### src/yzb_isa_pkg.sv
`default_nettype none

package yzb_isa_pkg;

    // ------------------------------------------------------------------
    // custom instruction encoding
    // ------------------------------------------------------------------

    // custom-0 major opcode.
    localparam logic [6:0] OPC_CUSTOM0 = 7'b0001011;

    // uop carried in funct3.
    // there is no nop code; an idle lane just sees its valid bit low.
    typedef enum logic [2:0] {
        UOP_LDX1   = 3'd0,
        UOP_LDX2   = 3'd1,
        UOP_LDW1   = 3'd2,
        UOP_LDW2   = 3'd3,
        UOP_CLRX   = 3'd4,
        UOP_CLRW   = 3'd5,
        UOP_RUN    = 3'd6,
        UOP_RUNALL = 3'd7
    } uop_e;

    // plain r-type layout, msb first.
    // funct7 picks the lane.
    typedef struct packed {
        logic [6:0] funct7;
        logic [4:0] rs2;
        logic [4:0] rs1;
        logic [2:0] funct3;
        logic [4:0] rd;
        logic [6:0] opcode;
    } instr_t;

endpackage

`default_nettype wire

### src/yzb_cfg_pkg.sv
`default_nettype none

package yzb_cfg_pkg;

    // ------------------------------------------------------------------
    // widths
    // ------------------------------------------------------------------

    // operand and accumulator width.
    localparam int DATA_W = 32;

    // largest lane depth the counters can describe.
    localparam int MAX_DEPTH = 16;

    // must hold MAX_DEPTH itself, not just an index.
    typedef logic [$clog2(MAX_DEPTH + 1)-1:0] cnt_t;

    // ------------------------------------------------------------------
    // lane interface
    // ------------------------------------------------------------------

    // command broadcast to all lanes.
    typedef struct packed {
        yzb_isa_pkg::uop_e  uop;
        logic [DATA_W-1:0]  op1;
        logic [DATA_W-1:0]  op2;
    } lane_cmd_t;

    // idle is high once every loaded pair has been consumed.
    typedef struct packed {
        logic [DATA_W-1:0]  acc;
        logic               idle;
    } lane_stat_t;

endpackage

`default_nettype wire

### src/yzb_lane.sv
`timescale 1ns/1ps
`default_nettype none

module yzb_lane #(
    parameter int DEPTH = 8
) (
    input  logic                      clk_i,
    input  logic                      rstn_i,

    input  logic                      cmd_valid_i,
    input  yzb_cfg_pkg::lane_cmd_t    cmd_i,

    output yzb_cfg_pkg::lane_stat_t   stat_o
);

    import yzb_isa_pkg::*;
    import yzb_cfg_pkg::*;

    localparam int   AW      = (DEPTH > 1) ? $clog2(DEPTH) : 1;
    localparam cnt_t DEPTH_C = cnt_t'(DEPTH);

    // bank 0 is x, bank 1 is w.
    cnt_t              fill [2];
    logic [DATA_W-1:0] rd   [2];

    cnt_t              used_q;
    logic [DATA_W-1:0] acc_q;
    cnt_t              fill_min;
    logic              busy;

    logic              is_load;
    logic              is_clr;
    logic              pair;

    // count after one or two more writes, capped at the depth.
    function automatic cnt_t sat_add(cnt_t c, logic two);
        cnt_t n;
        n = c + cnt_t'(1) + cnt_t'(two);
        return (n > DEPTH_C) ? DEPTH_C : n;
    endfunction

    // ------------------------------------------------------------------
    // uop decode
    // ------------------------------------------------------------------

    // loads are codes 0 to 3.
    // bit 1 picks the bank and bit 0 marks a pair.
    assign is_load = (cmd_i.uop[2] == 1'b0);
    assign is_clr  = (cmd_i.uop == UOP_CLRX) || (cmd_i.uop == UOP_CLRW);
    assign pair    = cmd_i.uop[0];

    if (DEPTH > MAX_DEPTH) begin : g_depth_check
        $error("lane depth exceeds counter range");
    end

    // ------------------------------------------------------------------
    // operand banks
    // ------------------------------------------------------------------

    for (genvar b = 0; b < 2; b++) begin : g_bank
        localparam logic BANK = (b == 1);

        logic [DATA_W-1:0] mem_q [DEPTH];
        cnt_t              fill_q;
        cnt_t              slot1;
        logic              wr_hit;
        logic              clr_hit;

        assign wr_hit  = cmd_valid_i && is_load && (cmd_i.uop[1] == BANK);
        // clears use bit 0 for the bank.
        assign clr_hit = cmd_valid_i && is_clr && (cmd_i.uop[0] == BANK);
        assign slot1   = fill_q + cnt_t'(1);

        always_ff @(posedge clk_i) begin
            if (!rstn_i) begin
                fill_q <= '0;
            end else if (clr_hit) begin
                fill_q <= '0;
            end else if (wr_hit) begin
                fill_q <= sat_add(fill_q, pair);
            end
        end

        // writes past the end are dropped.
        always_ff @(posedge clk_i) begin
            if (wr_hit && (fill_q < DEPTH_C)) begin
                mem_q[fill_q[AW-1:0]] <= cmd_i.op1;
            end
            if (wr_hit && pair && (slot1 < DEPTH_C)) begin
                mem_q[slot1[AW-1:0]] <= cmd_i.op2;
            end
        end

        assign fill[b] = fill_q;
        assign rd[b]   = mem_q[used_q[AW-1:0]];

        a_fill_bound: assert property (
            @(posedge clk_i) disable iff (!rstn_i)
            fill_q <= DEPTH_C
        );
    end

    // ------------------------------------------------------------------
    // background mac
    // ------------------------------------------------------------------

    assign fill_min = (fill[0] < fill[1]) ? fill[0] : fill[1];
    assign busy     = (used_q < fill_min);

    // a clear throws away products taken from the old contents.
    always_ff @(posedge clk_i) begin
        if (!rstn_i) begin
            used_q <= '0;
            acc_q  <= '0;
        end else if (cmd_valid_i && is_clr) begin
            used_q <= '0;
            acc_q  <= '0;
        end else if (busy) begin
            used_q <= used_q + cnt_t'(1);
            acc_q  <= acc_q + rd[0] * rd[1];
        end
    end

    assign stat_o = '{acc: acc_q, idle: (used_q == fill_min)};

    a_used_le_fill: assert property (
        @(posedge clk_i) disable iff (!rstn_i)
        (used_q <= fill[0]) && (used_q <= fill[1])
    );

endmodule

`default_nettype wire

### config.mk
export PLATFORM = sky130hd
export DESIGN_NAME = yzb_lane
export DESIGN_NICKNAME = d
export VERILOG_FILES = /design/src/yzb_isa_pkg.sv /design/src/yzb_cfg_pkg.sv /design/src/yzb_lane.sv
export SDC_FILE = /design/constraint.sdc
export NUM_CORES = 2
export LEC_CHECK = 0
export ABC_CLOCK_PERIOD_IN_PS = 10600
export BUFFER_PORTS_ARGS = -buffer_cell sky130_fd_sc_hd__buf_2
export CAP_MARGIN = 20
export CORE_AREA = 4 4 249 312
export DETAILED_ROUTE_END_ITERATION = 16
export DIE_AREA = 0 0 253 316
export PLACE_DENSITY_LB_ADDON = 0.05
export SLEW_MARGIN = 30
export SYNTH_ARGS = -nofsm -noshare
export SYNTH_HDL_FRONTEND = slang
export SYNTH_SLANG_ARGS = --single-unit
### constraint.sdc
create_clock -name clk_i -period 10.6 [get_ports clk_i]
set_input_delay 2.12 -clock clk_i [delete_from_list [all_inputs] [get_ports clk_i]]
set_output_delay 2.12 -clock clk_i [all_outputs]
set_load 0.05 [all_outputs]
* Word-level counts from Yosys, hierarchy flattened
Memories as Yosys holds them, arrays and structs flattened. A register that Yosys moved wholly into a read port is not among the register bits. Cells that the tools add are included.
Storage, ports and cells: register bits 47, memory bits (writable) 512, input bits 70, word-level logic and storage cells 59, memories 2
Cells by class: add/subtract/negate cells 6, multiply operators 1, order comparisons 8, eq/ne operators 3, mux-type cells 15, bitwise logic cells 4, reduce and logical (&&, ||, !) cells 16
Memories:
- g_bank[0].mem_q | words 8, width 32, rd ports 1, clocked after Yosys merged registers in 1, wr ports 2, line yzb_lane.sv:63 | logic [DATA_W-1:0] mem_q [DEPTH];
- g_bank[1].mem_q | words 8, width 32, rd ports 1, clocked after Yosys merged registers in 1, wr ports 2, line yzb_lane.sv:63
Operators by type and width (number):
- $add 32x32->32 | 1
- $mul 32x32->32 | 1
- $lt 5x4->1 const B | 4
- $add 5x1->5 const B | 3
- $mux 5 | 3
- $logic_and 1x1->1 | 12
- $mux 3 | 4
- $add 5x1->5 | 2
- $gt 5x4->1 const B | 2
- $lt 5x5->1 | 2
- $mux 1 | 8
- $eq 3x3->1 const B | 2
- $reduce_or 2->1 | 3
- $eq 5x5->1 | 1
- $not 1->1 | 4
- $logic_or 1x1->1 | 1

* Logic depth before layout (Yosys ltp)
depth after elaboration 7, depth in mapped cells 38

* Worst setup path before layout
No wires, ideal clock.
path type flip-flop to flip-flop, from reg with a tool-made name, to reg acc_q[31], setup time 0.067 ns, arrival 8.543 ns, data required time 10.533 ns, setup slack 1.990 ns, cell stages (with the launch flop) 37, buffers on the path 8, period minus slack after synthesis 8.610 ns, cells stage by stage dfxtp_1 buf_6 buf_8 buf_12 buf_8 buf_6 buf_6 mux4_2 nand2_1 and2_1 clkbuf_1 clkbuf_1 nor2_1 fa_1 fa_1 fa_1 inv_1 fa_1 inv_1 ha_1 ha_1 fa_1 inv_1 fa_1 inv_1 ha_1 a21o_1 a21o_1 a221o_1 a31oi_1 o2111ai_1 a41o_1 a21oi_1 o21ai_0 xnor2_1 nand2_1 a21oi_2
RTL lines:
- end signal: assignment | line yzb_lane.sv:120 | acc_q <= acc_q + rd[0] * rd[1];
- end: declaration | line yzb_lane.sv:27 | logic [DATA_W-1:0] acc_q;

==> results.json <==
{
  "setup_tns_ns": 0,
  "synth_area_sq_um": 44500,
  "vias": 29400,
  "synth_top_family_by_area": "adder cells",
  "grt_pass1_vias": 31700,
  "nets": 4346,
  "yosysTopAreaCellShare_pct": 34.5,
  "fin_skew_ns": 0.0437,
  "muxShareOfSynthArea_pct": 20.3,
  "finalCritPeriodShare_pct": 89.3,
  "yosysSeqAreaShare_pct": 36.8,
  "run_status": "completed",
  "min_from": "acc_q[0]$_SDFFE_PP0N_",
  "die_area_sq_um": 79900,
  "setup_viol": 0,
  "maxCapViolCount": 0,
  "syn_avg_cell_area_sq_um": 12.1,
  "avgRoutedWirePerCell_um": 28.7,
  "syn-num-nets": 4315,
  "slew_violations": 0,
  "critPathRequiredTime_ns": 11.18,
  "hold_end": "acc_q[0]$_SDFFE_PP0N_",
  "cts.sinks": 562,
  "rsz0062_at_grt": "false",
  "r2r_slack_ns": 1.14,
  "overflow": 0,
  "place_congestion": 0.924,
  "drt-vias-per-instance": 6.22,
  "synth_xor_area_share_pct": 2.08,
  "cts.htree.levels": 2,
  "cts_resized": 0,
  "drc": 0,
  "hold_depth": 2,
  "wirelength_um": 135000,
  "cts_tree": "done",
  "cts_hold_buf": 0,
  "drtPass1Iterations": 6,
  "yosysWarnings": 0,
  "hold_class": "reg2reg",
  "start_kind": "register",
  "io_buffer_count": 102,
  "cts-buffers-inserted": 58,
  "clock.fmax_mhz": 106,
  "ys.flop_type": "edfxtp_1",
  "clockBufferDepth": 3,
  "ys_types": 69,
  "synth_edf_count": 512,
  "core.rowCount": 112,
  "grt_max_degree": 40,
  "clock_latency_ns": 0.65,
  "dp_hpwl_um": 91400,
  "synth-simple-area-share_pct": 7.38,
  "path_common_cell": "fa_1",
  "end_kind": "register",
  "reg2reg_to": "acc_q[31]$_SDFFE_PP0N_",
  "finish.utilization_pct": 65.1,
  "grt_pass1_wl_um": 202000,
  "synthAdderAreaFrac_pct": 23.6,
  "slowest_stage": "dfxtp_4",
  "worst_pin_slew_ns": 1.03,
  "die_x_um": 253,
  "first_iter_violations": 2860,
  "syn_inst": 3667,
  "io_pins": 103,
  "initial_core_util_pct": 59.7,
  "ys_async_sr_fraction_pct": 0,
  "die_y_um": 316,
  "synth_compound_area_share_pct": 3.00,
  "antenna_found_initial": 9,
  "synth_top_area_cell": "edfxtp_1",
  "crit_path_max_fanout": 37,
  "grt_use_total_pct": 34.4,
  "critPathKind": "reg2reg",
  "crit_arrival_ns": 10.04,
  "synthTopCellsByArea": "edfxtp_1 35%, fa_1 20%, mux2_2 13%, inv_1 4.4%, mux4_2 4.3%",
  "core_area_sq_um": 74600,
  "clk_pin_slew_ns": 0.07,
  "crit_path_max_incr_delay_ns": 0.91,
  "slew_headroom_pct": 31.4,
  "hold_slack_ns": 0.478,
  "ant_nets": 0,
  "r2r_cells": 28,
  "synth-seq-cells": 562,
  "post_cts_buffers": 0,
  "areaGrowthSynthToFinish_pct": 9.04,
  "hold_violations": 0,
  "cts_root_buffer": "clkbuf_16",
  "drive_above_1_share_pct": 28.6,
  "post-route-min-period_ns": 9.46
}
[registers in the layout, indices dropped and copies added (netlist names), named ones only]
register / count
g_bank.mem_q: 512
g_bank.fill_q: 10
used_q: 5
acc_q: 32
[through the flow]
stage	cells	area, sq um	setup WS (ns)
3_5_place_dp	4607	46400	1.18
6_report	4722	48600	1.14
4_1_cts	4716	48500	1.18
3_3_place_gp	4606	46400	1.33
2_1_floorplan	3667	44500	1.99
5_1_grt	4716	48600	0.654
[cells in the final DEF (no fill, tap or decap), types with 62 or more instances in the layout]
master       n
clkbuf_16   62
xnor2_1     71
mux4_2      86
nand2b_1    75
buf_2      102
ha_1       140
nand2_1    133
mux2i_1     77
edfxtp_1   512
buf_4      112
nor2_1     388
fa_1       438
inv_1      528
mux2_2     533
[critical path, delay by kind of cell, from the launching register on]
family                   cells  cell delay, ns
multiplexers                 1            0.53
adder cells (fa/ha/maj)      9            4.39
XOR/XNOR                     1            0.17
AND/OR/NAND/NOR              4            0.99
flip-flops                   1            0.91
buffers and inverters        5            0.63
AO/OA/AOI/OAI                8            1.73
[layout make-up]
type / instances / area, sq um
multi-input combinational: 2330 / 25500
fill: 5728 / 26000
tap: 969 / 1210
timing repair buffer: 215 / 1370
clock buffer: 72 / 1630
clock inverter: 37 / 470
sequential: 562 / 16400
inverter: 531 / 1990
antenna: 6 / 15.0
[worst max-delay path by stage]
stage	from	to	slack [ns]
global route	register	acc_q[31]$_SDFFE_PP0N_	0.65
detailed placement	register	acc_q[31]$_SDFFE_PP0N_	1.18
floorplan	register	acc_q[31]$_SDFFE_PP0N_	1.99
CTS	register	acc_q[31]$_SDFFE_PP0N_	1.18
global placement	register	acc_q[31]$_SDFFE_PP0N_	1.33
finish	register	acc_q[31]$_SDFFE_PP0N_	1.14
[cell families (layout without fill, tap and decap cells)]
logic type,after synthesis,count (layout)
AOI/OAI and AO/OA,197,197
xor gates and xnor gates,98,98
adders and majority gates,578,578
buffers and inverters,775,855
DFF,562,562
muxes,717,717
other,0,6
and+or+nand+nor,740,740
[layer usage]
layer  global-route usage [%]  routed length [um]  vias to the layer above  share of wire [%]
li1                         -                   -                    12400                  -
met1                     42.6               49500                    15200                 37
met2                     59.6               68200                     1359                 50
met3                     4.67                9460                      376                7.0
met4                     17.0                8140                        6                6.0
met5                        0                  34                        -              0.025
[cells in the mapped netlist, types with 7 or more instances]
cell type / count
nand4_1: 8
fa_1: 438
edfxtp_1: 512
a21oi_1: 53
o221a_2: 7
buf_4: 16
nand2_1: 139
inv_1: 528
nand2b_1: 75
clkbuf_1: 190
o21a_1: 7
nor2_1: 391
buf_6: 8
o21ai_0: 24
a22oi_1: 28
mux2_2: 533
nor2b_1: 16
xnor2_1: 71
o21bai_1: 10
dfxtp_1: 50
xor2_1: 22
mux4_2: 86
ha_1: 140
a21o_1: 17
nor3_1: 14
buf_1: 21
mux2i_1: 91
nand3_1: 13
or2_2: 61
Power is left out: the tool's default activity adds up to more than one toggle a clock period on the data nets, which glitch-free logic cannot reach.
