==> config.mk <==
export PLATFORM = sky130hd
export DESIGN_NAME = yzb_collect
export DESIGN_NICKNAME = d
export VERILOG_FILES = /design/src/yzb_isa_pkg.sv /design/src/yzb_cfg_pkg.sv /design/src/yzb_collect.sv
export SDC_FILE = /design/constraint.sdc
export NUM_CORES = 1
export LEC_CHECK = 0
export ABC_AREA = 1
export ABC_CLOCK_PERIOD_IN_PS = 7600
export BUFFER_PORTS_ARGS = -buffer_cell sky130_fd_sc_hd__buf_2
export CORE_ASPECT_RATIO = 1.2
export CORE_UTILIZATION = 46
export DETAILED_ROUTE_END_ITERATION = 16
export PLACE_DENSITY = 0.83
export SYNTH_ARGS = -nofsm -noshare
export SYNTH_HDL_FRONTEND = slang
export SYNTH_SLANG_ARGS = --single-unit
==> constraint.sdc <==
create_clock -name vclk -period 7.6
set_clock_uncertainty 0.2 [all_clocks]
set_input_delay 0.76 -clock vclk [all_inputs]
set_output_delay 0.76 -clock vclk [all_outputs]
set_load 0.05 [all_outputs]
==> src/yzb_isa_pkg.sv <==
`default_nettype none

package yzb_isa_pkg;

    // ------------------------------------------------------------------
    // custom instruction encoding
    // ------------------------------------------------------------------

    // custom-0 major opcode.
    localparam logic [6:0] OPC_CUSTOM0 = 7'b0001011;

    // uop carried in funct3.
    // there is no nop code; an idle lane just sees its valid bit low.
    typedef enum logic [2:0] {
        UOP_LDX1   = 3'd0,
        UOP_LDX2   = 3'd1,
        UOP_LDW1   = 3'd2,
        UOP_LDW2   = 3'd3,
        UOP_CLRX   = 3'd4,
        UOP_CLRW   = 3'd5,
        UOP_RUN    = 3'd6,
        UOP_RUNALL = 3'd7
    } uop_e;

    // plain r-type layout, msb first.
    // funct7 picks the lane.
    typedef struct packed {
        logic [6:0] funct7;
        logic [4:0] rs2;
        logic [4:0] rs1;
        logic [2:0] funct3;
        logic [4:0] rd;
        logic [6:0] opcode;
    } instr_t;

endpackage

`default_nettype wire

==> src/yzb_cfg_pkg.sv <==
`default_nettype none

package yzb_cfg_pkg;

    // ------------------------------------------------------------------
    // widths
    // ------------------------------------------------------------------

    // operand and accumulator width.
    localparam int DATA_W = 32;

    // largest lane depth the counters can describe.
    localparam int MAX_DEPTH = 16;

    // must hold MAX_DEPTH itself, not just an index.
    typedef logic [$clog2(MAX_DEPTH + 1)-1:0] cnt_t;

    // ------------------------------------------------------------------
    // lane interface
    // ------------------------------------------------------------------

    // command broadcast to all lanes.
    typedef struct packed {
        yzb_isa_pkg::uop_e  uop;
        logic [DATA_W-1:0]  op1;
        logic [DATA_W-1:0]  op2;
    } lane_cmd_t;

    // idle is high once every loaded pair has been consumed.
    typedef struct packed {
        logic [DATA_W-1:0]  acc;
        logic               idle;
    } lane_stat_t;

endpackage

`default_nettype wire

==> src/yzb_collect.sv <==
`timescale 1ns/1ps
`default_nettype none

module yzb_collect #(
    parameter  int N_LANE = 4,
    localparam int SEL_W  = (N_LANE > 1) ? $clog2(N_LANE) : 1
) (
    input  yzb_cfg_pkg::lane_stat_t [N_LANE-1:0]  lane_stat_i,
    input  logic [SEL_W-1:0]                      sel_lane_i,
    input  logic                                  is_run_i,
    input  logic                                  is_runall_i,
    input  logic                                  is_known_i,

    output logic [yzb_cfg_pkg::DATA_W-1:0]        result_o,
    output logic                                  done_o
);

    import yzb_cfg_pkg::*;

    logic [DATA_W-1:0] sum;
    logic              all_idle;
    logic              run_one;
    logic              run_all;

    // ------------------------------------------------------------------
    // reduction over all lanes
    // ------------------------------------------------------------------

    // sum wraps at DATA_W.
    always_comb begin
        sum      = '0;
        all_idle = 1'b1;
        for (int k = 0; k < N_LANE; k++) begin
            sum      = sum + lane_stat_i[k].acc;
            all_idle = all_idle & lane_stat_i[k].idle;
        end
    end

    // ------------------------------------------------------------------
    // result and done
    // ------------------------------------------------------------------

    assign run_one = is_known_i && is_run_i;
    assign run_all = is_known_i && is_runall_i;

    assign result_o = run_all ? sum : lane_stat_i[sel_lane_i].acc;

    // anything that is not a run completes at once.
    always_comb begin
        done_o = 1'b1;
        if (run_one) begin
            done_o = lane_stat_i[sel_lane_i].idle;
        end else if (run_all) begin
            done_o = all_idle;
        end
    end

endmodule

`default_nettype wire

# Yosys cells after proc, flatten, opt, wreduce, memory -nomap -nowiden
# Cells that the tools add are included.
# totals
input_bits	137
output_inout_bits	33
regBits	0
# op_classes
reduce_logical	2
addsub	3
muxes	5
n_bitwise	3
order_cmp	1
# op_table
operator	count
adder 32 bit	3
binary-select mux 33 bit (select 2 bit)	1
2-to-1 mux 33 bit	1
2-to-1 mux 32 bit	1
bitwise AND 1 bit	3
< comparator 2 x 3 -> 1 bit, second input constant	1
logical AND 1 bit	2
2-to-1 mux 1 bit	2

# Depth between registers and ports, before layout
# Gate-level depths: netlist of run 1.
# logic_depth
word_depth	5
mapped_depth	18
mapped_depth_nobuf	18

# Worst setup path before layout of run 1
# Ideal clock, no wire load.
# synth_path
path_kind	input to output
from	in lane_stat_i[2] (netlist bit)
to	out result_o[11] (netlist bit)
stages	14
t_arrival_ns	3.696
slack_ns	2.944
required_ns	6.640
cell_sequence	inv_1 > fa_1 > fa_1 > inv_1 > ha_1 > inv_1 > fa_1 > inv_1 > nand2_1 > nand3_2 > nand2_1 > nand2_1 > nand2_1 > a31oi_1
# synth_between
elab_chain_len	4
# synth_lines
item	line	text
start, declared	yzb_collect.sv:8	input yzb_cfg_pkg::lane_stat_t [N_LANE-1:0] lane_stat_i,
adder 32 bit (3 in a row)	yzb_collect.sv:34	sum = sum + lane_stat_i[k].acc;
2-to-1 mux 32 bit	yzb_collect.sv:46	assign result_o = run_all ? sum : lane_stat_i[sel_lane_i].acc;
end, declared	yzb_collect.sv:14	output logic [yzb_cfg_pkg::DATA_W-1:0] result_o,
# No other way between the ends.

# Final worst setup path of run 1
# layout_path
from	in lane_stat_i[2] (netlist bit)
to	out result_o[25] (netlist bit)
# Same word-level chain as after synthesis.

==> metrics.md, run 1 <==
| Metric | Value |
|---|---|
| TNS Setup | `0 ps` |
| Largest net degree at the start of global routing | `79` |
| RSZ-0062 raised after global routing | `false` |
| First-pass GRT wire length | `26.0 mm` |
| Initial antenna violation count | `0` |
| Register area | `0 sq um` |
| Grt ovf | `0` |
| Core Rows | `43` |
| Period minus WS final | `4760 ps` |
| Critical path depth in cells | `18` |
| Final setup viols | `0` |
| Internal cell power | `385 uW` |
| Final worst path period share | `62.7%` |
| Setup crit start kind | `primary input` |
| Crit-path slowest cell | `fa_1` |
| Worst-Margin Slew | `897 ps` |
| IO Port Bufs | `170` |
| GRT Resource Usage Total | `26.0%` |
| Highest-count cells in the layout ignoring fill and taps | `279 x inv_1, 254 x nand2_1, 170 x buf_2, 82 x a21oi_1, 68 x o21ai_0` |
| Switching Fraction | `66.5%` |
| Sequential power share | `0%` |
| Post-Synthesis Cells | `971` |
| Clock power share | `0%` |
| CTS resizes | `0` |
| Layout Nets | `1349` |
| Die ar. | `12300 sq um` |
| Clock buffer count | `0` |
| Top post-synthesis cells by area | `fa_1 23%, inv_1 19%, nand2_1 17%` |
| Hold Path Stages | `4` |
| Critical path type | `primary input to primary output` |
| Slew Viols, Final | `0` |
| Synth warnings | `0` |
| Vias in the first global route | `5956` |
| Hold Fails Final Rpt | `0` |
| Routed WL per cell | `12.1 um` |
| Max incr delay on CP | `560 ps` |
| Final hold slack | `1760 ps` |
| Status | `completed` |
| Slew headroom | `40.1%` |
| Reported net switching power | `765 uW` |
| DRT Wirelength | `15.5 mm` |
| Share of cells above drive strength 1 | `17.4%` |
| P per Cell Area | `179 nW/um^2` |
| Yosys cell types | `34` |
| Critical Path End Type | `primary output` |
| Syn_nets | `1201` |
| Bufs and invs on worst path | `6` |
| Max Clk Rate | `0.210 GHz` |
| # hold bufs at CTS | `0` |
| Kind of cell adding the most delay to the critical path | `adder cells` |
| Die Y | `121 um` |
| Area of the mapped netlist | `5470 sq um` |
| Die W | `102 um` |
| Vias/cell | `4.85` |
| Hold Crit Start | `lane_stat_i[33]` |
| Synth top area share | `22.7%` |
| Area Overhead vs Synth | `17.2%` |
| Post-CTS setup buffers | `0` |
| Remaining antenna violation count | `0` |
| Worst-path fanout max | `4` |
| Io pins | `170` |
| 1st-iter DRT viols | `256` |
| DP Wirelength | `12.9 mm` |
| Max-cap violations | `0` |
| Multi-input logic area | `4280 sq um` |
| Req. time, crit path | `6640 ps` |
| Number of remaining DRC errors | `0` |
| Crit path launch | `lane_stat_i[2]` |
| Core box area | `11600 sq um` |
| Fillers | `1257` |
| Data arrival, critical path | `3800 ps` |
| Crit-path cells | `buf_2, inv_1, fa_1, fa_1, inv_1, ha_1, inv_1, fa_1, inv_1, nand3_1, nand3_1, nand2_1, nand2_1, nand2_1, nand4_1, nand3_1, nand2_1, buf_2` |
| Mean post-synth cell area | `5.63 sq um` |
| Vias | `6179` |
| Max VDD drop | `0.0000942 V` |
| Diodes inserted | `0` |
| Most common cell after layout, fill and taps aside | `inv_1` |
| Hold crit path type | `primary input to primary output` |
| Final Non-Filler Cells | `1274` |
| Sequential cell count | `0` |
| Power, Total | `1.15 mW` |
| Dpl cells | `1274` |
| Leakage | `4.11 nW` |
| Combinational power share | `100.0%` |
| GPL Wtd Cong | `0.947` |
| Initial core utilization | `47.2%` |
| Sequential area share after synthesis | `0%` |
| Cell taking the most area after synthesis | `fa_1` |
| Pre-Repair DR Iteration Count | `5` |
cell families (layout without fill, tap and decap cells):
logic type	count (synthesis)	in the layout	synth area share, %
AND/OR/NAND/NOR	371	371	28.0
AO/OA/AOI/OAI	181	181	17.8
adder cells (fa/ha/maj)	93	93	29.8
buffers and inverters	309	455	21.7
XOR/XNOR	17	17	2.72
power groups by stage:
stage	combinational (mW)	clock [mW]	sequential [mW]
4_1_cts	1.15	0	0
5_1_grt	1.30	0	0
3_3_place_gp	1.14	0	0
2_1_floorplan	0.873	0	0
3_5_place_dp	1.14	0	0
6_report	1.15	0	0
worst paths after layout:
kind | slack, ps | endpoint
setup / recovery | 2840 | result_o[25]
hold / removal | 1760 | done_o
metal layers:
layer / global-route usage (%) / wire, um / up-vias
li1: - / - / 3198
met5: 0 / 0 / -
met4: 7.34 / 471 / 0
met1: 32.8 / 6600 / 2749
met3: 1.96 / 885 / 29
met2: 46.6 / 7510 / 203
cells in the mapped netlist, types with 2 or more instances:
cell      count
a211oi_1      6
a21o_1        5
a21oi_1      82
a21oi_2       2
a31oi_1       4
and2_1        2
buf_2        12
buf_4         3
clkbuf_1     12
fa_1         62
ha_1         31
inv_1       279
inv_2         2
nand2_1     254
nand2_2       6
nand3_1      38
nand3_2       5
nand3b_1      2
nand4_1       5
nor2_1       51
nor2_2        4
o21ai_0      68
o21ai_1       3
o21bai_1      5
o22ai_1       3
or2_2         2
xnor2_1      10
xor2_1        7
through the flow:
stage / cell area, sq um / worst slack [ps] / utilization (%)
finish: 6410 / 2840 / 55.4
global route: 6410 / 2650 / 55.4
CTS: 6410 / 2840 / 55.4
detailed placement: 6410 / 2840 / 55.4
global placement: 6410 / 2940 / 55.4
floorplan: 5470 / 2940 / -
layout make-up:
class	count	share of cell area, %
multi-input cells	662	66.8
inverters	282	16.5
repair buffers	173	13.6
well taps	157	3.07
Note: power is estimated with default switching activity, not from simulation.
==> run 2: changes to the inputs <==
- ABC_AREA: 1 -> 0
- ABC_CLOCK_PERIOD_IN_PS: 7600 -> 4420
- PLACE_DENSITY: 0.83 -> 0.85
- clock period: 7.6 -> 4.42 ns (I/O delays scaled with it)
==> metrics.md, run 2 <==
| Metric | Value |
|---|---|
| Yosys cell types | `54 (was 34)` |
| Die ar. | `10500 sq um (was 12300 sq um)` |
| Sequential power share | `0% (about the same)` |
| Setup crit start kind | `primary input (unchanged)` |
| Leakage | `3.41 nW (was 4.11 nW)` |
| Violated checks | `setup timing` |
| Count leader, synth | `inv_1 (unchanged)` |
| DRT Wirelength | `12.6 mm (was 15.5 mm)` |
| Req. time, crit path | `3780 ps (was 6640 ps)` |
| Slew Viols, Final | `0 (unchanged)` |
| Area of the mapped netlist | `4660 sq um (was 5470 sq um)` |
| IO Port Bufs | `170 (unchanged)` |
| Power, Total | `2.30 mW (was 1.15 mW)` |
| Synth top area share | `26.6% (was 22.7%)` |
| Routed WL per cell | `14.2 um (was 12.1 um)` |
| Final Non-Filler Cells | `890 (was 1274)` |
| Highest-count cells in the layout ignoring fill and taps | `165 x inv_1, 145 x buf_2, 59 x fa_1, 46 x nand2_1, 44 x buf_4 (was 279 x inv_1, 254 x nand2_1, 170 x buf_2, 82 x a21oi_1, 68 x o21ai_0)` |
| Core Rows | `39 (was 43)` |
| Xor/xnor share of the synthesized area | `5.63% (was 2.72%)` |
| Setup ws final | `-45.9 ps (was 2840 ps)` |
| Final worst path period share | `101%` |
| Register area | `0 sq um (unchanged)` |
| Kind of cell adding the most delay to the critical path | `adder cells (unchanged)` |
| Max-cap violations | `0 (unchanged)` |
| Fillers | `801 (was 1257)` |
| GRT Resource Usage Total | `23.3% (was 26.0%)` |
| Hold Fails Final Rpt | `0 (unchanged)` |
| Clock buffer count | `0 (unchanged)` |
| Die W | `93.9 um (was 102 um)` |
| Sequential cell count | `0 (unchanged)` |
| 1st-iter DRT viols | `140 (was 256)` |
| Bufs and invs on worst path | `5 (was 6)` |
| Io pins | `170 (unchanged)` |
| Area Overhead vs Synth | `36.6% (was 17.2%)` |
| Mean post-synth cell area | `8.12 sq um (was 5.63 sq um)` |
| Finished Cell Area | `6370 sq um (was 6410 sq um)` |
| Post-Synthesis Cells | `574 (was 971)` |
| Post-layout util | `65.9% (was 55.4%)` |
| Largest net degree at the start of global routing | `54 (was 79)` |
| Top post-synthesis cells by area | `fa_1 27%, mux4_2 16%, inv_1 15% (was fa_1 23%, inv_1 19%, nand2_1 17%)` |
| Max incr delay on CP | `550 ps (was 560 ps)` |
| TNS Setup | `-83.7 ps (was 0 ps)` |
| Max VDD drop | `0.000229 V (was 0.0000942 V)` |
| # hold bufs at CTS | `0 (unchanged)` |
| Synth warnings | `0 (unchanged)` |
| Critical path type | `primary input to primary output (unchanged)` |
| Vias/cell | `5.24 (was 4.85)` |
| Post-synth top cells | `181 x inv_1, 62 x fa_1, 47 x nand2_1 (was 279 x inv_1, 254 x nand2_1, 82 x a21oi_1)` |
| RSZ-0062 raised after global routing | `true (was false)` |
| Worst-path fanout max | `3 (was 4)` |
| Cell taking the most area after synthesis | `fa_1 (unchanged)` |
| DP Wirelength | `10.5 mm (was 12.9 mm)` |
| Initial antenna violation count | `0 (unchanged)` |
| Internal cell power | `1.01 mW (was 385 uW)` |
| Reported net switching power | `1.29 mW (was 765 uW)` |
| Vias | `4664 (was 6179)` |
| Slew headroom | `30.8% (was 40.1%)` |
| Post-synthesis mux area share | `17.1% (was 0%)` |
| Data arrival, critical path | `3820 ps (was 3800 ps)` |
| Worst-Margin Slew | `1030 ps (was 897 ps)` |
| Core box area | `9660 sq um (was 11600 sq um)` |
| Remaining antenna violation count | `0 (unchanged)` |
| Crit-path cells | `buf_8, inv_4, fa_1, fa_1, inv_1, ha_2, inv_2, fa_2, nor2b_4, o31ai_4, a21oi_2, a31oi_1, o21ai_2, a2111oi_4, o31ai_4, nand3_1, o211ai_1, buf_4 (was buf_2, inv_1, fa_1, fa_1, inv_1, ha_1, inv_1, fa_1, inv_1, nand3_1, nand3_1, nand2_1, nand2_1, nand2_1, nand4_1, nand3_1, nand2_1, buf_2)` |
| Grt ovf | `0 (unchanged)` |
| Initial core utilization | `48.3% (was 47.2%)` |
| Dpl cells | `882 (was 1274)` |
| Synth Area in Compound Gates | `15.8% (was 17.8%)` |
| P per Cell Area | `362 nW/um^2 (was 179 nW/um^2)` |
| Max Clk Rate | `0.224 GHz` |
| Area of placed instances | `5890 sq um (was 6410 sq um)` |
| Diodes inserted | `0 (unchanged)` |
| Period minus WS final | `4470 ps` |
| Status | `complete, but fails checks (was completed)` |
| Share of cells above drive strength 1 | `41.2% (was 17.4%)` |
| Sequential area share after synthesis | `0% (unchanged)` |
| Largest family of logic cells by synthesized area | `adder cells (unchanged)` |
| Crit-path slowest cell | `fa_1 (unchanged)` |
| First-pass GRT wire length | `20.1 mm (was 26.0 mm)` |
| Vias in the first global route | `4822 (was 5956)` |
| Layout Nets | `999 (was 1349)` |
| Crit path launch | `lane_stat_i[68] (was lane_stat_i[2])` |
| Hold crit path type | `primary input to primary output (unchanged)` |
| GPL Wtd Cong | `0.852 (was 0.947)` |
| Critical Path End Type | `primary output (unchanged)` |
| Most common cell after layout, fill and taps aside | `inv_1 (unchanged)` |
| Number of remaining DRC errors | `0 (unchanged)` |
| Syn_nets | `804 (was 1201)` |
| Clock power share | `0% (about the same)` |
| Adder-Cell Fraction of Synth Area | `34.9% (was 29.8%)` |
| Hold Crit Start | `is_run_i (was lane_stat_i[33])` |
| Switching Fraction | `56.1% (was 66.5%)` |
| Die Y | `112 um (was 121 um)` |
| Final setup viols | `3 (was 0)` |
| Combinational power share | `100.0% (about the same)` |
| Pre-Repair DR Iteration Count | `4 (was 5)` |
| Simple-gate share of the synthesized area | `10.1% (was 28.0%)` |
run 2: changes by cell type in the layout (fill, tap and decap cells not counted), moves of 9 or more:
cell | previous run | this run
a21oi_1 | 82 | 23
buf_2 | 170 | 145
buf_4 | 3 | 44
buf_6 | 0 | 20
ha_1 | 31 | 22
inv_1 | 279 | 165
inv_2 | 2 | 13
mux4_2 | 0 | 33
nand2_1 | 254 | 46
nand3_1 | 38 | 4
nor2_1 | 51 | 13
o21ai_0 | 68 | 17
o21ai_1 | 3 | 15
run 2: per-layer routing:
| layer | up-vias | global-route usage, % | wire [um] |
|---|---|---|---|
| li1 | 2241 | - | - |
| met1 | 2237 | 25.9 | 4490 |
| met2 | 158 | 47.6 | 7220 |
| met3 | 28 | 1.29 | 625 |
| met4 | 0 | 3.90 | 261 |
| met5 | - | 0 | 0 |
run 2: worst min-delay path: stages:
cell and delay (ps):
buf_2 90, o2111ai_1 100, buf_2 220
run 2: power by group through the flow:
stage / clock [mW] / combinational, mW / sequential, mW
after floorplan: 0 / 1.45 / 0
after global placement: 0 / 1.98 / 0
after detailed placement: 0 / 2.01 / 0
after CTS: 0 / 2.14 / 0
after global routing: 0 / 2.50 / 0
final: 0 / 2.30 / 0
run 2: worst paths after layout:
| path | end | slack, ps | depth (start not counted) |
|---|---|---|---|
| min | done_o | 1090 | 3 |
| max | result_o[31] | -50 | 18 |
run 2: metrics by stage:
stage          hold slack, ps  worst slack (ps)
3_3_place_gp             1100              -154
5_1_grt                  1110              -234
4_1_cts                  1100             -74.2
2_1_floorplan            1070              -248
6_report                 1090             -45.9
3_5_place_dp             1090              -217
run 2: kinds of logic (layout without fill, tap and decap cells):
kind of cell             Yosys count  after routing
AO/OA/AOI/OAI                    114            114
XOR/XNOR                          30             30
buffers and inverters            200            393
adder cells (fa/ha/maj)           93             93
AND/OR/NAND/NOR                   99             99
multiplexers                      38             38
run 2: area by class of cell:
cell class	instances	area, sq um	share of cell area, %
Inverter	181	687	10.8
Multi-Input combinational cell	374	4200	66.0
Tap cell	123	154	2.42
Timing Repair Buffer	212	1330	20.8
run 2: repair_timing:
item,4_1_cts,5_1_grt
setup buffers,4,6
resized for setup,45,60
setup endpoints to repair,14,15
pin swaps,24,36
hold endpoints to repair,0,0
