[src/yzb_isa_pkg.sv]
`default_nettype none

package yzb_isa_pkg;

    // ------------------------------------------------------------------
    // custom instruction encoding
    // ------------------------------------------------------------------

    // custom-0 major opcode.
    localparam logic [6:0] OPC_CUSTOM0 = 7'b0001011;

    // uop carried in funct3.
    // there is no nop code; an idle lane just sees its valid bit low.
    typedef enum logic [2:0] {
        UOP_LDX1   = 3'd0,
        UOP_LDX2   = 3'd1,
        UOP_LDW1   = 3'd2,
        UOP_LDW2   = 3'd3,
        UOP_CLRX   = 3'd4,
        UOP_CLRW   = 3'd5,
        UOP_RUN    = 3'd6,
        UOP_RUNALL = 3'd7
    } uop_e;

    // plain r-type layout, msb first.
    // funct7 picks the lane.
    typedef struct packed {
        logic [6:0] funct7;
        logic [4:0] rs2;
        logic [4:0] rs1;
        logic [2:0] funct3;
        logic [4:0] rd;
        logic [6:0] opcode;
    } instr_t;

endpackage

`default_nettype wire

[src/yzb_cfg_pkg.sv]
`default_nettype none

package yzb_cfg_pkg;

    // ------------------------------------------------------------------
    // widths
    // ------------------------------------------------------------------

    // operand and accumulator width.
    localparam int DATA_W = 32;

    // largest lane depth the counters can describe.
    localparam int MAX_DEPTH = 16;

    // must hold MAX_DEPTH itself, not just an index.
    typedef logic [$clog2(MAX_DEPTH + 1)-1:0] cnt_t;

    // ------------------------------------------------------------------
    // lane interface
    // ------------------------------------------------------------------

    // command broadcast to all lanes.
    typedef struct packed {
        yzb_isa_pkg::uop_e  uop;
        logic [DATA_W-1:0]  op1;
        logic [DATA_W-1:0]  op2;
    } lane_cmd_t;

    // idle is high once every loaded pair has been consumed.
    typedef struct packed {
        logic [DATA_W-1:0]  acc;
        logic               idle;
    } lane_stat_t;

endpackage

`default_nettype wire

[src/yzb_dispatch.sv]
`timescale 1ns/1ps
`default_nettype none

module yzb_dispatch #(
    parameter  int N_LANE = 4,
    localparam int SEL_W  = (N_LANE > 1) ? $clog2(N_LANE) : 1
) (
    input  logic                              clk_i,
    input  logic                              rstn_i,

    input  logic                              instr_valid_i,
    input  yzb_isa_pkg::instr_t               instr_i,
    input  logic [yzb_cfg_pkg::DATA_W-1:0]    rs1_i,
    input  logic [yzb_cfg_pkg::DATA_W-1:0]    rs2_i,
    input  logic                              done_i,

    output yzb_cfg_pkg::lane_cmd_t            lane_cmd_o,
    output logic [N_LANE-1:0]                 lane_valid_o,
    output logic [SEL_W-1:0]                  sel_lane_o,
    output logic                              is_run_o,
    output logic                              is_runall_o,
    output logic                              is_known_o
);

    import yzb_isa_pkg::*;
    import yzb_cfg_pkg::*;

    uop_e uop;
    logic is_ldclr;
    logic fire;
    logic issued_q;
    logic done_q;
    logic done_rise;

    // ------------------------------------------------------------------
    // decode
    // ------------------------------------------------------------------

    assign uop = uop_e'(instr_i.funct3);

    // low for foreign opcodes and when nothing is presented.
    assign is_known_o  = instr_valid_i && (instr_i.opcode == OPC_CUSTOM0);
    assign is_run_o    = (uop == UOP_RUN);
    assign is_runall_o = (uop == UOP_RUNALL);
    assign is_ldclr    = !(is_run_o || is_runall_o);

    assign sel_lane_o = SEL_W'(instr_i.funct7 % N_LANE);

    assign lane_cmd_o = '{uop: uop, op1: rs1_i, op2: rs2_i};

    // ------------------------------------------------------------------
    // one-shot issue
    // ------------------------------------------------------------------

    // a held load or clear goes out on its first cycle only.
    assign fire      = is_known_o && is_ldclr && !issued_q;
    assign done_rise = done_i && !done_q;

    always_comb begin
        lane_valid_o = '0;
        lane_valid_o[sel_lane_o] = fire;
    end

    always_ff @(posedge clk_i) begin
        if (!rstn_i) begin
            issued_q <= 1'b0;
            done_q   <= 1'b1;
        end else begin
            done_q <= done_i;
            if (fire) begin
                issued_q <= 1'b1;
            end else if (!instr_valid_i || done_rise) begin
                issued_q <= 1'b0;
            end
        end
    end

    // ------------------------------------------------------------------
    // checks
    // ------------------------------------------------------------------

    a_lane_valid_onehot: assert property (
        @(posedge clk_i) disable iff (!rstn_i)
        $onehot0(lane_valid_o)
    );

endmodule

`default_nettype wire

[config.mk]
export PLATFORM = sky130hd
export DESIGN_NAME = yzb_dispatch
export DESIGN_NICKNAME = d
export VERILOG_FILES = /design/src/yzb_isa_pkg.sv /design/src/yzb_cfg_pkg.sv /design/src/yzb_dispatch.sv
export SDC_FILE = /design/constraint.sdc
export NUM_CORES = 1
export LEC_CHECK = 0
export BUFFER_PORTS_ARGS = -buffer_cell sky130_fd_sc_hd__buf_2
export CAP_MARGIN = 20
export CORE_MARGIN = 10
export CORE_UTILIZATION = 19
export DETAILED_ROUTE_END_ITERATION = 10
export PLACE_DENSITY = 0.76
export SLEW_MARGIN = 40
export SYNTH_ARGS = -nofsm -noshare
export SYNTH_HDL_FRONTEND = slang
export SYNTH_SLANG_ARGS = --single-unit
[constraint.sdc]
create_clock -name clk_i -period 0.9 [get_ports clk_i]
set_input_delay 0.18 -clock clk_i [delete_from_list [all_inputs] [get_ports clk_i]]
set_output_delay 0.18 -clock clk_i [all_outputs]
set_load 0.1 [all_outputs]
---- Yosys cells after proc, flatten, opt, wreduce, memory -nomap -nowiden ----
Cells that the tools add are included.
storage, ports and cells
  input port bits ......................... 100
  register bits ........................... 2
cells by class
  mux-type cells .......................... 4
  reductions and logical operators ........ 12
  equal/unequal tests ..................... 3
  $lt $le $gt $ge ......................... 2
  bitwise operators ....................... 1
operator list
  kind                                                                count
  equality test 7 x 4 -> 1 bit (second input constant)                1
  equality test 3 bit (second input constant)                         2
  logical AND 1 bit                                                   5
  AND 4 bit                                                           1
  logical NOT 1 bit                                                   4
  < comparator 2 x 3 -> 1 bit (second input constant)                 1
  two-way mux 1 bit                                                   3
  demux 1 bit (select 2 bit)                                          1
  greater-or-equal comparator 2 x 1 -> 1 bit (second input constant)  1
  logical OR 1 bit                                                    2
  nonzero test 2 bit                                                  1

---- Depth between registers and ports, before layout ----
Gate-level depths: netlist of the first run.
  depth in word-level cells ............... 6
  gate-level depth with buffers ........... 3

---- Worst setup path before layout of the first run ----
OpenSTA, ideal clock, no wires.
  path type ............................... input -> output
  start point ............................. input instr_i[2] in the netlist's numbering
  end point ............................... output lane_valid_o[0]
  data arrival time ....................... 2,711 ps
  stages .................................. 3
  path buffers ............................ 0
  setup slack ............................. -1,991 ps
  path through ............................ and4bb_2 -> nand4_4 -> nor3_1
on the way
  cells in the longest elaborated chain, start to end .. 5
ends and longest elaborated chain
  element                          RTL line            text
  start: declaration               yzb_dispatch.sv:12  input yzb_isa_pkg::instr_t instr_i,
  equality test 7 x 4 -> 1 bit     yzb_dispatch.sv:42  assign is_known_o = instr_valid_i && (instr_i.opcode == OPC_CUSTOM0);
  logical AND 1 bit                yzb_dispatch.sv:42
  logical AND 1 bit (2 in series)  yzb_dispatch.sv:56  assign fire = is_known_o && is_ldclr && !issued_q;
  AND 4 bit (no source line)       n/a
  end: declaration                 yzb_dispatch.sv:18  output logic [N_LANE-1:0] lane_valid_o,
No other way between the ends.

---- Final worst setup path of the first run ----
  start point ............................. input instr_i[2] in the netlist's numbering
  end point ............................... output lane_valid_o[2]
The elaborated chain is that of the path after synthesis.

==> metrics.txt, run 1 <==
status complete, but fails checks; failing checks negative setup slack; #FFs+latches synth 2; Max Freq 721 MHz; Crit Path Max Fanout 6; ant diodes 0; row count 21; Root Driver clkbuf_4; iteration-0 DRC count of the detailed router 5; Hold Violations, Final 0; # Max-Cap Violations 0; RSZ-0062 raised after global routing yes; antenna violations before repair 0; post-layout worst setup margin -0.487 ns; layout cells sized above 1 0.813; total power density per cell area 806 nW/um^2; H-tree level count 1; Core ar. 3420 sq um; Layout Skew 0.000101 ns; placed insts 104; routability cong. 0.674; Die Wd 80.2 microns; Slew @ Worst Pin 0.231 ns; LEAKAGE 0.317 nW; WL final 1.82 mm; clock buffer depth 2; PortBufs 27; DR vias 440; Final TNS setup -2.29 ns; # nets final 166; All-Layer GR Usage 0.0531; drt drc 0; final non-filler cell total 110; Pwr Total 0.621 mW; Area contributors post-synth buf_4, dfxtp_1, nand3b_1; initial core utilization 0.202; largest net degree at the start of global routing 7; detailed placer's ending HPWL 1.57 mm; Syn Inst Count 92; Hold/Removal Path Class in -> reg; clk sink count 2; DR pass1 iterations 4; Max-Slew Margin vs Limit 0.846; CTS tree done; Critical Path RT 0.72 ns; Synth area leader buf_4; max-slew violation count 0; Via density 4.00; Peak supply drop 0.139 mV; Num CTS Buffers 3; syn_nets 192; Hold Slack 0.145 ns; Mapped Area 689 sq um; slowest CP cell and4bb_2; vias in the first global route 464; CP Data Arrival Time 1.21 ns; crit-path cells buf_6 > and4bb_2 > nand4_4 > nor3_4 > buf_12; Final Cycle Share 1.54; fin util 0.226; # setup viols final 5; synthesis warning total 0; Die Area 6440 sq um; Yosys cell types 13; crit-path max cell delay 0.31 ns; GRT overflow 0; DRT antenna net count 0; sequential share of the synthesized area 0.0581; Setup crit start kind input pin; crit end category output port; critical path type in -> out; first-pass GRT wire length 2.51 mm; worst skew pair latency 0.23 ns; Die H 80.2 microns; post-layout min period 1.39 ns; DR WL/cell 16.6 microns; Ports 176; Worst-path clk slew 0.03 ns; post-synth top area share 0.751; R2R setup slack 0.03 ns; synthesized area per cell 7.49 sq um; hold-fix buffer count after cts 0; Layout area overhead 11.8%
## cells in the final DEF, fill, tap and decap left out
| master | instances |
|---|---|
| buf_6 | 5 |
| dfxtp_4 | 1 |
| nand4_4 | 1 |
| nor2_4 | 1 |
| nand3b_1 | 3 |
| and4bb_2 | 1 |
| nor2_1 | 2 |
| buf_12 | 12 |
| inv_1 | 1 |
| buf_8 | 2 |
| nand2_1 | 2 |
| nand3_1 | 1 |
| inv_2 | 1 |
| o2111ai_1 | 1 |
| buf_4 | 8 |
| dfxtp_1 | 1 |
| and3_4 | 1 |
| nand2_8 | 1 |
| clkbuf_4 | 3 |
| o21ai_0 | 1 |
| nor3_4 | 4 |
| buf_2 | 11 |
## per-layer routing
metal | GRT usage | share of wire | vias to the layer above
li1 | - | - | 167
met5 | 0 | 0 | -
met4 | 0.0933 | 0.12 | 0
met1 | 0.0377 | 0.28 | 178
met2 | 0.0674 | 0.39 | 61
met3 | 0.0423 | 0.21 | 34
## critical path: cells and delay by family
kind / cells / cell delay (ns)
and+or+nand+nor: 3 / 0.73
buffers and inverters: 2 / 0.29
## area by class of cell
class,count,area [sq um]
clock buffer,3,22.5
fill,375,2650
inverter,2,7.51
multi-input combinational,19,198
sequential,2,43.8
tap,46,57.6
timing repair buffer,38,442
## final timing paths
path | cells after the start | start | endpoint
min | 3 | done_i | done_q
min reg2reg | 2 | done_q | issued_q
max reg2reg | 3 | issued_q | issued_q
max | 5 | instr_i[2] | lane_valid_o[2]
## where the power goes
group          switching [mW]  leakage [nW]  total (mW)  internal [mW]
sequential           0.000943        0.0172      0.0899         0.0890
clock                  0.0528        0.0138       0.200          0.147
combinational           0.186         0.286       0.331          0.145
total                   0.240         0.317       0.621          0.381
## kinds of logic (layout without fill, tap and decap cells)
family	after synthesis	count (layout)	share of synthesized area
flops	2	2	0.0581
compound gates	2	2	0.0200
buf+inv	71	43	0.762
simple gates	17	17	0.160
## registers in the layout, indices dropped and copies added (netlist names)
name and flops:
done_q 1, issued_q 1
## repair_timing
action / in CTS / in global routing
pin swaps: 2 / 0
gates cloned: 0 / 0
buffers inserted: 2 / 2
resized for setup: 13 / 3
hold endpoints to repair: 0 / 0
endpoints found under the setup margin: 8 / 8
## metrics by stage
| stage | setup slack [ns] | area [sq um] |
|---|---|---|
| 3_5_place_dp | -0.521 | 674 |
| 5_1_grt | -0.566 | 771 |
| 3_3_place_gp | -0.485 | 674 |
| 6_report | -0.487 | 771 |
| 4_1_cts | -0.515 | 754 |
| 2_1_floorplan | -0.710 | 759 |
## Yosys cell counts
master     count
buf_4         69
nor3_1         4
nand2_1        3
nand3b_1       3
nor2_1         3
dfxtp_1        2
inv_1          2
and3_1         1
and4bb_2       1
nand3_1        1
nand4_4        1
o2111ai_1      1
o21ai_0        1
(Power assumes the default switching activity.)
==> run 2: changes to the inputs <==
--- a/config.mk
+++ b/config.mk
@@ -5,12 +5,13 @@
 export SDC_FILE = /design/constraint.sdc
 export NUM_CORES = 1
 export LEC_CHECK = 0
+export ABC_AREA = 1
 export BUFFER_PORTS_ARGS = -buffer_cell sky130_fd_sc_hd__buf_2
 export CAP_MARGIN = 20
 export CORE_MARGIN = 10
-export CORE_UTILIZATION = 19
+export CORE_UTILIZATION = 20
 export DETAILED_ROUTE_END_ITERATION = 10
-export PLACE_DENSITY = 0.76
+export PLACE_DENSITY = 0.78
 export SLEW_MARGIN = 40
 export SYNTH_ARGS = -nofsm -noshare
 export SYNTH_HDL_FRONTEND = slang
==> metrics.txt, run 2 <==
Hold Violations, Final 0; initial core utilization 0.212; H-tree level count 1; Final Cycle Share 1.53; post-layout min period 1.38 ns; hold path start rstn_i; clk sink count 2; CTS tree done; clock buffer depth 2; WL final 1.71 mm; CP Data Arrival Time 1.20 ns; DR WL/cell 12.9 microns; iteration-0 DRC count of the detailed router 9; Root Driver clkbuf_4; Slew @ Worst Pin 0.261 ns; status complete, but fails checks; All-Layer GR Usage 0.0530; Final TNS setup -2.19 ns; LEAKAGE 0.415 nW; biggest regs done_q: 1 flops, issued_q: 1 flops; DR pass1 iterations 2; Peak supply drop 0.182 mV; DR vias 492; PortBufs 27; Hold/Removal Path Class in -> reg; Core ar. 3420 sq um; layout cells sized above 1 0.802; top cell family by delay on the critical path buffers and inverters; R2R setup slack -0.03 ns; dpl cell area 781 sq um; FF+latch area 41.3 sq um; CP Buf/Inv Count 2; Area contributors post-synth buf_4, nand2_1, dfxtp_1; crit end category output port; Yosys cell types 12; post-layout worst setup margin -0.481 ns; Ports 176; Synth area leader buf_4; Layout Skew 0.00119 ns; Mapped Area 723 sq um; top cells by count, synth buf_4, nand2_1, inv_1, nor2_1; drt drc 0; max-slew violation count 0; total power density per cell area 753 nW/um^2; commonest cells after routing, fill and taps aside buf_4, buf_12, buf_6; R2R Path Start issued_q; # nets final 188; Layout area overhead 28.5%; DRT antenna net count 0; routability cong. 0.598; placed insts 125; largest net degree at the start of global routing 4; vias in the first global route 541; synthesized area per cell 6.63 sq um; Setup crit start kind flop; failing checks negative setup slack; Place WS -0.381 ns; beginning of the critical path issued_q; Die H 80.1 microns; crit-path max cell delay 0.31 ns; row count 21; Die Area 6420 sq um; Crit Path Max Fanout 2; number of flops mapped to enable cells by yosys 0; # fillers 369; post-synthesis async set-or-reset flop share 0; GRT overflow 0; #FFs+latches synth 2; detailed placer's ending HPWL 1.48 mm; worst skew pair latency 0.23 ns; critical path type reg -> out; Syn Inst Count 109; post-synth top area share 0.716; sequential share of the synthesized area 0.0554; Num CTS Buffers 3; slowest CP cell dfxtp_2; ant diodes 0; Critical Path RT 0.72 ns; synthesis warning total 0; final non-filler cell total 132; Pwr Total 0.700 mW; fin area 930 sq um; Worst-path clk slew 0.03 ns; RSZ-0062 raised after global routing yes; crit-path cells a21oi_2 > nand4_1 > buf_4 > nor2_4 > buf_12; # Max-Cap Violations 0; Via density 3.73; first-pass GRT wire length 2.50 mm; Die Wd 80.1 microns; area occupied by multi-input gates 245 sq um; syn_nets 209; antenna violations before repair 0; count leader, synth buf_4; Max-Slew Margin vs Limit 0.825; # setup viols final 6; Max Freq 724 MHz; dominant synthesized flop cell dfxtp_1
==> run 2: cell count changes in the layout (fill, tap and decap cells not counted), moves of 4 or more <==
cell	delta
nand2_1	+5
nor2_4	+5
buf_4	+4
buf_6	+4
inv_1	+4
nand2_4	+4
nor3_4	-4
==> run 2: power by group <==
part	switching (mW)	internal [mW]
registers	0.000534	0.0918
clock network	0.0566	0.148
logic	0.225	0.179
==> run 2: final timing paths <==
| path | to | cells after the start |
|---|---|---|
| worst max-delay path | lane_valid_o[2] | 5 |
| worst min-delay path | done_q | 2 |
| worst max register to register | issued_q | 5 |
| worst min register to register | issued_q | 2 |
==> run 2: kinds of logic after synthesis <==
| logic type | Yosys count | synth area share |
|---|---|---|
| AO/OA/AOI/OAI | 3 | 0.0294 |
| buffers and inverters | 78 | 0.763 |
| AND/OR/NAND/NOR | 26 | 0.152 |
| flip-flops | 2 | 0.0554 |
==> run 2: per-layer routing <==
layer  vias to the layer above  track usage  part of all wire
met2                        35       0.0835              0.51
met5                         -            0                 0
met4                         0       0.0669             0.087
met3                        28       0.0468              0.16
li1                        217            -                 -
met1                       212       0.0315              0.24
==> run 2: repair_timing <==
| action | 4_1_cts | 5_1_grt |
|---|---|---|
| endpoints found under the hold margin | 0 | 0 |
| gates resized for setup | 15 | 12 |
| pin swaps | 5 | 4 |
| endpoints found under the setup margin | 7 | 8 |
| setup buffers | 4 | 0 |
| cloned | 0 | 0 |
| hold buffers | 0 | 0 |
==> run 2: final cells by class <==
class | count | share of cell area
clock buffers | 3 | 0.0242
flip-flops and latches | 2 | 0.0444
repair buffers | 43 | 0.540
inverters | 9 | 0.0659
multi-input cells | 29 | 0.264
well taps | 46 | 0.0619
==> run 2: stage by stage <==
stage	hold slack (ns)	util
2_1_floorplan	0.249	-
3_3_place_gp	0.361	0.229
3_5_place_dp	0.361	0.229
4_1_cts	0.123	0.260
5_1_grt	0.130	0.272
6_report	0.133	0.272
==> run 2: worst reg2reg max path: cells and delay by family, from the launching register on <==
family,cells,cell delay [ns]
and+or+nand+nor,1,0.07
DFF,1,0.31
buffers and inverters,2,0.23
AOI/OAI and AO/OA,2,0.24
==> run 3: changes to the inputs <==
--- a/config.mk
+++ b/config.mk
@@ -12,6 +12,7 @@
 export CORE_UTILIZATION = 20
 export DETAILED_ROUTE_END_ITERATION = 10
 export PLACE_DENSITY = 0.78
+export REMOVE_ABC_BUFFERS = 1
 export SLEW_MARGIN = 40
 export SYNTH_ARGS = -nofsm -noshare
 export SYNTH_HDL_FRONTEND = slang
==> metrics.txt, run 3 (synthesis gave the netlist of run 2 again) <==
status complete, but fails checks; failing checks negative setup slack; Hold Violations, Final 0; Hold/Removal Path Class in -> reg; Layout Skew 0.00167 ns; GRT overflow 0; WL final 6.58 mm; max-slew violation count 0; LEAKAGE 0.358 nW; FF+latch area 41.3 sq um; Hold Slack 0.144 ns; Via density 4.18; Layout area overhead 9.52%; area occupied by multi-input gates 221 sq um; # fillers 401; R2R Path Start issued_q; Setup crit start kind flop; row count 21; vias in the first global route 524; clk sink count 2; iteration-0 DRC count of the detailed router 10; Core ar. 3420 sq um; fin util 0.232; first-pass GRT wire length 7.53 mm; commonest non-fill, non-tap cell in the layout buf_2; post-layout worst setup margin -0.547 ns; worst hold stages 2; DR vias 527; # Max-Cap Violations 0; detailed placer's ending HPWL 6.34 mm; worst skew pair latency 0.22 ns; Peak supply drop 0.410 mV; CP Data Arrival Time 1.27 ns; CTS tree done; Ports 176; post-layout min period 1.45 ns; All-Layer GR Usage 0.190; biggest regs done_q: 1 flops, issued_q: 1 flops; PortBufs 27; # nets final 182; DR WL/cell 52.2 microns; ant diodes 0; Die Wd 80.1 microns; Crit Path Max Fanout 3; DR pass1 iterations 2; Die H 80.1 microns; Die Area 6420 sq um; Root Driver clkbuf_4; critical path type reg -> out; commonest cells after routing, fill and taps aside buf_2, buf_12, nand2_1, buf_4, inv_1; drt drc 0; H-tree level count 1; Worst-path clk slew 0.03 ns; DRT antenna net count 0; RSZ-0062 raised after global routing yes; crit end category output port; layout cells sized above 1 0.738; Critical Path RT 0.72 ns; Max-Slew Margin vs Limit 0.882; Final Cycle Share 1.61; Worst R2R Path Depth 4; beginning of the critical path issued_q; # setup viols final 7; total power density per cell area 802 nW/um^2; Slew @ Worst Pin 0.175 ns; hold-fix buffer count after cts 0; largest net degree at the start of global routing 5; antenna violations before repair 0; hold path start rstn_i; clock buffer depth 2; initial core utilization 0.212; Max Freq 691 MHz; routability cong. 0.851; Num CTS Buffers 3
-- run 3: changes by cell type in the layout (fill, tap and decap cells not counted), sizes merged --
| cell | before | now |
|---|---|---|
| clkinv | 1 | 0 |
| inv | 8 | 9 |
| buf | 43 | 37 |
-- run 3: critical path: stages, from the launching register on --
cell and delay (ns):
dfxtp_2 0.32, a21oi_4 0.14, nand4_1 0.19, nor2_2 0.20
buf_12 0.19
-- run 3: final cells by class --
type                       count  area share
clock buffer                   3      0.0284
timing repair buffer          37       0.518
multi-input combinational     29       0.280
tap                           46      0.0727
inverter                       9      0.0490
sequential                     2      0.0521
-- run 3: per-stage QoR --
step / instances / total power [mW] / cell area, sq um / setup WS [ns] / TNS [ns]
floorplan: 40 / 0.155 / 205 / -2.49 / -8.36
global placement: 122 / 0.390 / 646 / -0.326 / -1.79
detailed placement: 122 / 0.393 / 646 / -0.354 / -1.90
CTS: 126 / 0.619 / 726 / -0.516 / -2.58
global route: 126 / 0.676 / 792 / -0.605 / -2.77
finish: 126 / 0.635 / 792 / -0.547 / -2.42
-- run 3: final timing paths --
kind                                   endpoint  slack, ns
worst max-delay path            lane_valid_o[0]      -0.55
worst min-delay path                     done_q       0.14
worst max register to register         issued_q       0.05
worst min register to register         issued_q       0.51
-- run 3: per-layer routing --
metal	track usage	vias to the layer above	wire [microns]
met5	0	-	0
met4	0.0775	0	276
met3	0.248	12	1770
met2	0.417	106	4110
met1	0.0328	205	422
li1	-	204	-
-- run 3: what timing repair did --
action                                 CTS  global route
resized for setup                       13            18
buffers inserted                         1             0
setup endpoints to repair                7             7
endpoints found under the hold margin    0             0
pin swaps                                3             4
-- run 3: report_power, final --
part | switching (mW) | leakage [nW] | internal (mW) | total (mW)
clock | 0.0472 | 0.0138 | 0.147 | 0.194
sequential | 0.000822 | 0.0169 | 0.0919 | 0.0927
combinational | 0.211 | 0.327 | 0.138 | 0.349
total | 0.259 | 0.358 | 0.377 | 0.635
